==> config.mk <==
export PLATFORM = sky130hd
export DESIGN_NAME = sdh_host_top
export DESIGN_NICKNAME = d
export VERILOG_FILES = /design/src/sdh_reg_pkg.sv /design/src/sdh_stack_pkg.sv /design/src/sdh_reg_file.sv /design/src/sdh_irq_ctrl.sv /design/src/sdh_delay_tuner.sv /design/src/sdh_host_top.sv
export VERILOG_INCLUDE_DIRS = /design/src
export SDC_FILE = /design/constraint.sdc
export NUM_CORES = 1
export LEC_CHECK = 0
export BUFFER_PORTS_ARGS = -buffer_cell sky130_fd_sc_hd__buf_2
export CAP_MARGIN = 20
export CORE_AREA = 2 2 218 220
export CTS_CLUSTER_DIAMETER = 200
export DETAILED_ROUTE_END_ITERATION = 12
export DIE_AREA = 0 0 220 222
export MAX_ROUTING_LAYER = met4
export PLACE_DENSITY = 0.65
export SYNTH_ARGS = -nofsm -noshare
export SYNTH_HDL_FRONTEND = slang
export SYNTH_HIERARCHICAL = 1
export SYNTH_SLANG_ARGS = --single-unit
export TNS_END_PERCENT = 50
==> constraint.sdc <==
create_clock -name clk -period 4.4 [get_ports clk]
set_clock_uncertainty 0.2 [all_clocks]
set_input_delay 0.22 -clock clk [delete_from_list [all_inputs] [get_ports clk]]
set_output_delay 0.22 -clock clk [all_outputs]
set_load 0.01 [all_outputs]
==> src/sdh_settings.svh <==
`ifndef SDH_SETTINGS_SVH
`define SDH_SETTINGS_SVH

// Wishbone word and register address
`define SDH_DATA_W 32
`define SDH_ADR_W 32

// Block size and byte count fields
`define SDH_BLK_W 24

// Functions 0 to 7 plus memory
`define SDH_NUM_BLK 9

// PHY delay line tap
`define SDH_DELAY_W 8

// Tap the delay line sits at out of reset
`define SDH_INITIAL_DELAY 8'd16

// Idle cycles the stack waits between blocks
`define SDH_DEFAULT_BLOCK_SLEEP 32'd1

`endif

==> src/sdh_reg_pkg.sv <==
`include "sdh_settings.svh"

package sdh_reg_pkg;

  // Wishbone register map, word addressed
  typedef enum logic [`SDH_ADR_W-1:0] {
    CONTROL            = 'h00,
    STATUS             = 'h01,
    SD_ARGUMENT        = 'h06,
    SD_COMMAND         = 'h07,
    SD_CONFIGURE       = 'h08,
    SD_RESPONSE0       = 'h09,
    SD_RESPONSE1       = 'h0A,
    SD_RESPONSE2       = 'h0B,
    SD_RESPONSE3       = 'h0C,
    SD_DATA_BYTE_COUNT = 'h0D,
    SD_BLOCK_SLEEP     = 'h0E,
    SD_F0_BLOCK_SIZE   = 'h10,
    SD_F1_BLOCK_SIZE   = 'h11,
    SD_F2_BLOCK_SIZE   = 'h12,
    SD_F3_BLOCK_SIZE   = 'h13,
    SD_F4_BLOCK_SIZE   = 'h14,
    SD_F5_BLOCK_SIZE   = 'h15,
    SD_F6_BLOCK_SIZE   = 'h16,
    SD_F7_BLOCK_SIZE   = 'h17,
    SD_MEM_BLOCK_SIZE  = 'h18,
    SD_DELAY_VALUE     = 'h22
  } reg_addr_e;

  // Bit 0 is enable_sd, bit 7 is data_activate
  typedef struct packed {
    logic [23:0] reserved;
    logic        data_activate;
    logic [2:0]  func_addr;
    logic        data_block_mode;
    logic        data_write;
    logic        enable_interrupt;
    logic        enable_sd;
  } control_t;

  // Go reads back as the live command enable
  typedef struct packed {
    logic [23:0] reserved;
    logic        go;
    logic        long_flag;
    logic [5:0]  cmd_index;
  } command_t;

  typedef struct packed {
    logic [19:0] reserved;
    logic [7:0]  error;
    logic        sd_ready;
    logic        data_busy;
    logic        sd_busy;
    logic        enable;
  } status_t;

endpackage

==> src/sdh_stack_pkg.sv <==
`include "sdh_settings.svh"

package sdh_stack_pkg;

  // Wrapper to SD protocol stack
  typedef struct packed {
    logic                                    cmd_en;
    logic [5:0]                              cmd_index;
    logic [31:0]                             cmd_arg;
    logic                                    cmd_long;
    logic                                    crc_en;
    logic                                    data_activate;
    logic                                    data_write;
    logic                                    data_block_mode;
    logic [2:0]                              func_addr;
    logic [`SDH_BLK_W-1:0]                   byte_count;
    logic [`SDH_DATA_W-1:0]                  block_sleep;
    // Index 8 is the memory block size
    logic [`SDH_NUM_BLK-1:0][`SDH_BLK_W-1:0] block_size;
  } stack_req_t;

  // Stack back to wrapper
  // Finished and interrupt flags are one-cycle pulses
  typedef struct packed {
    logic         ready;
    logic [7:0]   error;
    logic         cmd_finished;
    logic         data_finished;
    logic         int_detected;
    logic [127:0] rsp;
  } stack_stat_t;

  // PHY delay line control
  typedef struct packed {
    logic en;
    logic inc;
  } delay_step_t;

endpackage

==> src/sdh_reg_file.sv <==
`include "sdh_settings.svh"

module sdh_reg_file (
  input  logic                        clk,
  input  logic                        rst,
  input  logic                        i_wbs_cyc,
  input  logic                        i_wbs_stb,
  input  logic                        i_wbs_we,
  input  logic [`SDH_ADR_W-1:0]       i_wbs_adr,
  input  logic [`SDH_DATA_W-1:0]      i_wbs_dat,
  input  sdh_stack_pkg::stack_stat_t  i_stack_stat,
  output logic                        o_wbs_ack,
  output logic [`SDH_DATA_W-1:0]      o_wbs_dat,
  output sdh_stack_pkg::stack_req_t   o_stack_req,
  output sdh_reg_pkg::control_t       o_control,
  output logic                        o_status_read,
  output logic [`SDH_DELAY_W-1:0]     o_delay_target
);

  localparam int BLK_IDX_W = $clog2(`SDH_NUM_BLK);

  sdh_reg_pkg::control_t                   r_control;
  sdh_reg_pkg::command_t                   r_command;
  sdh_reg_pkg::status_t                    w_status;
  logic [`SDH_DATA_W-1:0]                  r_cmd_arg;
  logic                                    r_crc_en;
  logic [`SDH_BLK_W-1:0]                   r_byte_count;
  logic [`SDH_DATA_W-1:0]                  r_block_sleep;
  logic [`SDH_NUM_BLK-1:0][`SDH_BLK_W-1:0] r_blk_size;
  logic [`SDH_DELAY_W-1:0]                 r_delay_target;
  logic [`SDH_DATA_W-1:0]                  w_rd_data;
  logic [`SDH_ADR_W-1:0]                   w_blk_off;
  logic [BLK_IDX_W-1:0]                    w_blk_idx;
  logic                                    w_blk_hit;
  logic                                    w_access;
  logic                                    w_write;
  logic                                    w_read;

  // New access only while ack is low
  assign w_access = i_wbs_stb && i_wbs_cyc && !o_wbs_ack;
  assign w_write  = w_access && i_wbs_we;
  assign w_read   = w_access && !i_wbs_we;

  // Nine block size registers sit on consecutive addresses
  assign w_blk_off = i_wbs_adr - sdh_reg_pkg::SD_F0_BLOCK_SIZE;
  assign w_blk_idx = w_blk_off[BLK_IDX_W-1:0];
  assign w_blk_hit = (i_wbs_adr >= sdh_reg_pkg::SD_F0_BLOCK_SIZE) &&
                     (i_wbs_adr <= sdh_reg_pkg::SD_MEM_BLOCK_SIZE);

  always_comb begin
    w_status           = '0;
    w_status.enable    = r_control.enable_sd;
    w_status.sd_busy   = r_command.go;
    w_status.data_busy = r_control.data_activate;
    w_status.sd_ready  = i_stack_stat.ready;
    w_status.error     = i_stack_stat.error;
  end

  // Read mux
  always_comb begin
    w_rd_data = '0;
    case (i_wbs_adr)
      sdh_reg_pkg::CONTROL:            w_rd_data = r_control;
      sdh_reg_pkg::STATUS:             w_rd_data = w_status;
      sdh_reg_pkg::SD_ARGUMENT:        w_rd_data = r_cmd_arg;
      sdh_reg_pkg::SD_COMMAND:         w_rd_data = r_command;
      sdh_reg_pkg::SD_CONFIGURE:       w_rd_data = `SDH_DATA_W'(r_crc_en);
      // Word 0 is the top of the response
      sdh_reg_pkg::SD_RESPONSE0:       w_rd_data = i_stack_stat.rsp[127:96];
      sdh_reg_pkg::SD_RESPONSE1:       w_rd_data = i_stack_stat.rsp[95:64];
      sdh_reg_pkg::SD_RESPONSE2:       w_rd_data = i_stack_stat.rsp[63:32];
      sdh_reg_pkg::SD_RESPONSE3:       w_rd_data = i_stack_stat.rsp[31:0];
      sdh_reg_pkg::SD_DATA_BYTE_COUNT: w_rd_data = `SDH_DATA_W'(r_byte_count);
      sdh_reg_pkg::SD_BLOCK_SLEEP:     w_rd_data = r_block_sleep;
      sdh_reg_pkg::SD_DELAY_VALUE:     w_rd_data = `SDH_DATA_W'(r_delay_target);
      default: begin
        if (w_blk_hit) begin
          w_rd_data = `SDH_DATA_W'(r_blk_size[w_blk_idx]);
        end
      end
    endcase
  end

  always_ff @(posedge clk) begin
    if (rst) begin
      o_wbs_ack      <= 1'b0;
      o_status_read  <= 1'b0;
      r_control      <= '0;
      r_command      <= '0;
      r_cmd_arg      <= '0;
      r_crc_en       <= 1'b1;
      r_byte_count   <= '0;
      r_block_sleep  <= `SDH_DEFAULT_BLOCK_SLEEP;
      r_blk_size     <= '0;
      r_delay_target <= `SDH_INITIAL_DELAY;
    end else begin
      o_status_read <= w_read && (i_wbs_adr == sdh_reg_pkg::STATUS);

      // Master dropped strobe
      if (o_wbs_ack && !i_wbs_stb) begin
        o_wbs_ack <= 1'b0;
      end
      if (w_access) begin
        o_wbs_ack <= 1'b1;
      end

      if (w_write) begin
        case (i_wbs_adr)
          sdh_reg_pkg::CONTROL: begin
            r_control          <= i_wbs_dat;
            r_control.reserved <= '0;
          end
          sdh_reg_pkg::SD_ARGUMENT: begin
            r_cmd_arg <= i_wbs_dat;
          end
          sdh_reg_pkg::SD_COMMAND: begin
            r_command          <= i_wbs_dat;
            r_command.reserved <= '0;
          end
          sdh_reg_pkg::SD_CONFIGURE: begin
            r_crc_en <= i_wbs_dat[0];
          end
          sdh_reg_pkg::SD_DATA_BYTE_COUNT: begin
            r_byte_count <= i_wbs_dat[`SDH_BLK_W-1:0];
          end
          sdh_reg_pkg::SD_BLOCK_SLEEP: begin
            r_block_sleep <= i_wbs_dat;
          end
          sdh_reg_pkg::SD_DELAY_VALUE: begin
            r_delay_target <= i_wbs_dat[`SDH_DELAY_W-1:0];
          end
          default: begin
            if (w_blk_hit) begin
              r_blk_size[w_blk_idx] <= i_wbs_dat[`SDH_BLK_W-1:0];
            end
          end
        endcase
      end

      // Stack is done, drop the busy bits
      if (i_stack_stat.cmd_finished) begin
        r_command.go <= 1'b0;
      end
      if (i_stack_stat.data_finished) begin
        r_control.data_activate <= 1'b0;
      end
    end
  end

  // Held with ack until the next access
  always_ff @(posedge clk) begin
    if (w_read) begin
      o_wbs_dat <= w_rd_data;
    end
  end

  always_comb begin
    o_stack_req                 = '0;
    o_stack_req.cmd_en          = r_command.go;
    o_stack_req.cmd_index       = r_command.cmd_index;
    o_stack_req.cmd_arg         = r_cmd_arg;
    o_stack_req.cmd_long        = r_command.long_flag;
    o_stack_req.crc_en          = r_crc_en;
    o_stack_req.data_activate   = r_control.data_activate;
    o_stack_req.data_write      = r_control.data_write;
    o_stack_req.data_block_mode = r_control.data_block_mode;
    o_stack_req.func_addr       = r_control.func_addr;
    o_stack_req.byte_count      = r_byte_count;
    o_stack_req.block_sleep     = r_block_sleep;
    o_stack_req.block_size      = r_blk_size;
  end

  assign o_control      = r_control;
  assign o_delay_target = r_delay_target;

endmodule

==> src/sdh_irq_ctrl.sv <==
module sdh_irq_ctrl (
  input  logic                  clk,
  input  logic                  rst,
  input  logic                  i_wbs_stb,
  input  sdh_reg_pkg::control_t i_control,
  input  logic                  i_sd_int_detected,
  input  logic                  i_status_read,
  output logic                  o_wbs_int
);

  logic r_int_req;

  always_ff @(posedge clk) begin
    if (rst) begin
      r_int_req <= 1'b0;
      o_wbs_int <= 1'b0;
    end else begin
      // Held off during bus traffic so a new edge can follow
      r_int_req <= i_sd_int_detected && !i_wbs_stb;

      if (!i_control.enable_interrupt) begin
        o_wbs_int <= 1'b0;
      end else if (r_int_req) begin
        o_wbs_int <= 1'b1;
      end else if (i_status_read) begin
        // Software has seen the status word
        o_wbs_int <= 1'b0;
      end
    end
  end

endmodule

==> src/sdh_delay_tuner.sv <==
`include "sdh_settings.svh"

module sdh_delay_tuner (
  input  logic                       clk,
  input  logic                       rst,
  input  logic [`SDH_DELAY_W-1:0]    i_target,
  output sdh_stack_pkg::delay_step_t o_delay_step
);

  logic [`SDH_DELAY_W-1:0] r_current;

  // One tap per cycle so the PHY never jumps
  always_ff @(posedge clk) begin
    if (rst) begin
      r_current    <= `SDH_INITIAL_DELAY;
      o_delay_step <= '0;
    end else begin
      o_delay_step.en <= 1'b0;
      if (i_target > r_current) begin
        o_delay_step.en  <= 1'b1;
        o_delay_step.inc <= 1'b1;
        r_current        <= r_current + 1'b1;
      end else if (i_target < r_current) begin
        o_delay_step.en  <= 1'b1;
        o_delay_step.inc <= 1'b0;
        r_current        <= r_current - 1'b1;
      end
    end
  end

endmodule

==> src/sdh_host_top.sv <==
`include "sdh_settings.svh"

module sdh_host_top (
  input  logic                        clk,
  input  logic                        rst,
  input  logic                        i_wbs_cyc,
  input  logic                        i_wbs_stb,
  input  logic                        i_wbs_we,
  input  logic [`SDH_ADR_W-1:0]       i_wbs_adr,
  input  logic [`SDH_DATA_W-1:0]      i_wbs_dat,
  input  sdh_stack_pkg::stack_stat_t  i_stack_stat,
  output logic                        o_wbs_ack,
  output logic [`SDH_DATA_W-1:0]      o_wbs_dat,
  output logic                        o_wbs_int,
  output sdh_stack_pkg::stack_req_t   o_stack_req,
  output sdh_stack_pkg::delay_step_t  o_delay_step
);

  sdh_reg_pkg::control_t   w_control;
  logic                    w_status_read;
  logic [`SDH_DELAY_W-1:0] w_delay_target;

  sdh_reg_file u_reg_file (
    .clk            (clk),
    .rst            (rst),
    .i_wbs_cyc      (i_wbs_cyc),
    .i_wbs_stb      (i_wbs_stb),
    .i_wbs_we       (i_wbs_we),
    .i_wbs_adr      (i_wbs_adr),
    .i_wbs_dat      (i_wbs_dat),
    .i_stack_stat   (i_stack_stat),
    .o_wbs_ack      (o_wbs_ack),
    .o_wbs_dat      (o_wbs_dat),
    .o_stack_req    (o_stack_req),
    .o_control      (w_control),
    .o_status_read  (w_status_read),
    .o_delay_target (w_delay_target)
  );

  sdh_irq_ctrl u_irq_ctrl (
    .clk               (clk),
    .rst               (rst),
    .i_wbs_stb         (i_wbs_stb),
    .i_control         (w_control),
    .i_sd_int_detected (i_stack_stat.int_detected),
    .i_status_read     (w_status_read),
    .o_wbs_int         (o_wbs_int)
  );

  // Drives the PHY delay line
  sdh_delay_tuner u_delay_tuner (
    .clk          (clk),
    .rst          (rst),
    .i_target     (w_delay_target),
    .o_delay_step (o_delay_step)
  );

endmodule

==> impl_results.md <==
- Port Buffers: 563
- DP Wirelength: 57500 um
- Starting Density: 0.405
- Post-Layout Cell Count: 3271
- Die Width: 220 um
- Status: finished clean
- Nets: 2853
- Clk Latency, worst-skew pair: 570 ps
- Min-Delay Endpoint: u_reg_file/o_wbs_dat[4]
- # resized after CTS: 0
- Worst hold start: i_stack_stat[68]
- CTS tree: yes
- DP Cell Count: 3111
- Largest net degree at the start of global routing: 134
- Final setup viols: 0
- R2R depth: 12
- Seq pwr share: 0.411
- Global-route wire length before repair: 117000 um
- Clk buf depth: 3
- Fin crit period: 3850 ps
- Achievable Freq: 259 MHz
- Worst-Margin Slew: 1060 ps
- Initial drt markers: 1870
- Grt ovf: 0
- CP max FO: 7
- Most common cell after layout, fill and taps aside: buf_2
- Ratio of cells with drive above 1 in the final layout: 0.314
- Startpoint Class: flop
- Vias in the first global route: 18500
- Mapped Nets: 2318
- GR Util All Layers: 0.325
- Area grow syn2layout: 28.1%
- Tcrit/Tclk final: 0.876
- Routed Antenna Nets: 0
- Clock share of power: 0.442
- Initial antenna violation count: 3
- Int Pwr: 6.29 mW
- Residual DRC: 0
- Cell Pwr Density: 357 nW/um^2
- Worst VDD drop: 288 uV
- Post-CTS Setup Bufs: 0
- Net switching power: 2.28 mW
- CP required: 4630 ps
- I/O pin count: 564
- Filler cells: 4321
- Net Sw Frac: 0.266
- DRT Pass-1 Iters: 6
- Crit Reg-Reg Startpoint: u_delay_tuner/r_current[1]
- TritonCTS Sinks: 375
- Mean post-synth cell area: 8.94 sq um
- Htree depth: 2
- Unrepaired setup endpoints after global routing: false
- Leakage: 10.1 nW
- Synthesized area: 18700 sq um
- CTS root buf: clkbuf_16
- Die extent in y: 222 um
- WHS Path Cells: 4
- Max-cap violation count: 0
- CTS buffer count: 44
- Cells after synthesis: 2094
- GPL Wtd Cong: 0.960
- Placeable core area: 46300 sq um
- Via count: 18700
- Reg2reg end: u_delay_tuner/r_current[7]
- Row count: 79
- Via/cell ratio: 5.73
- Reg2Reg Setup Slack: 550 ps
- Commonest cells after routing, fill and taps aside: buf_2, nand2_1, dfxtp_1, a21oi_1, mux2i_1
- Drt wl/cell: 24.6 um
- Setup tns final: 0 ps
- Setup CP Type: flop to flop
- Yosys warnings: 6
- Slew headroom: 0.292
- Die area: 48800 sq um
- Final slew viol count: 0
- Final Hold Viols: 0
- Hold Crit Class: input pin to flop
- CTS clk-pin slew, worst paths: 60 ps
- Combinational share of power: 0.148
- Critical Path Sink Type: flop
- CP arrival: 4090 ps
- Routed wire length: 80600 um
==> area by class of cell <==
class | count | area, sq um | area share
repair buffers | 683 | 3980 | 0.166
inverters | 14 | 52.6 | 0.00219
clock buffers | 64 | 1300 | 0.0541
well taps | 607 | 759 | 0.0316
diodes | 3 | 7.51 | 0.000313
clock inverters | 14 | 188 | 0.00782
multi-input cells | 1511 | 9890 | 0.412
flip-flops and latches | 375 | 7830 | 0.326
==> stage by stage <==
step / area (sq um) / utilization / hold slack (ps) / worst slack, ps / power [mW]
final: 24000 / 0.519 / 35.2 / 545 / 8.57
after global placement: 21700 / 0.469 / 185 / 649 / 4.79
after floorplan: 18700 / - / 95.1 / 1080 / 4.42
after global routing: 24000 / 0.519 / 53.4 / 301 / 8.88
after detailed placement: 21700 / 0.469 / 188 / 645 / 4.79
after CTS: 24000 / 0.519 / 3.97 / 576 / 8.60
==> sequential cells by signal, indices dropped and copies added (netlist names) <==
| name | cells |
|---|---|
| u_delay_tuner/r_current | 8 |
| u_reg_file/o_status_read | 1 |
| u_delay_tuner/o_delay_step | 2 |
| u_reg_file/o_control | 8 |
| u_reg_file/o_delay_target | 8 |
| u_irq_ctrl/o_wbs_int | 1 |
| u_irq_ctrl/r_int_req | 1 |
| u_reg_file/r_byte_count | 24 |
| u_reg_file/o_stack_req | 224 |
| u_reg_file/o_wbs_ack | 1 |
| u_reg_file/r_cmd_arg | 32 |
| u_reg_file/r_block_sleep | 32 |
| u_reg_file/r_crc_en | 1 |
| u_reg_file/o_wbs_dat | 32 |
==> power by group through the flow <==
stage,combinational (mW),sequential (mW),clock (mW)
global route,1.38,3.53,3.97
global placement,1.19,3.59,0
CTS,1.25,3.52,3.83
floorplan,0.829,3.60,0
detailed placement,1.19,3.60,0
finish,1.26,3.52,3.78
==> routing by layer <==
| metal | up-vias | wire length, um | track usage | part of all wire |
|---|---|---|---|---|
| met3 | 191 | 8090 | 0.0778 | 0.10 |
| met2 | 1120 | 36100 | 0.490 | 0.45 |
| met5 | - | 0 | - | 0 |
| li1 | 8376 | - | - | - |
| met1 | 9048 | 33000 | 0.413 | 0.41 |
| met4 | 0 | 3400 | 0.142 | 0.042 |
==> critical path: stages, from the launching register on <==
cell       delay [ps]
dfxtp_1           390
inv_1              70
ha_1              310
nor2b_1           150
o21ai_2           180
a21boi_1          160
o21ai_0           840
ha_1              400
a211oi_1          360
o211ai_2          150
nand4_1           110
a2bb2oi_1          70
a311o_1           320
==> worst max-delay path by stage <==
stage	start	endpoint	slack (ps)	depth (start not counted)
2_1_floorplan	u_reg_file/o_wbs_ack	u_reg_file/o_wbs_dat[0]	1080	1
3_3_place_gp	u_delay_tuner/r_current[1]	u_delay_tuner/r_current[7]	650	12
3_5_place_dp	u_delay_tuner/r_current[1]	u_delay_tuner/r_current[7]	640	12
4_1_cts	u_delay_tuner/r_current[1]	u_delay_tuner/r_current[7]	580	12
5_1_grt	u_delay_tuner/r_current[1]	u_delay_tuner/r_current[7]	300	12
6_report	u_delay_tuner/r_current[1]	u_delay_tuner/r_current[7]	550	12
==> what timing repair did <==
action | in CTS | in global routing
hold endpoints to repair | 358 | 0
hold buffers | 79 | 0
endpoints found under the setup margin | 0 | 0
Power figures use the tool's default switching activity.
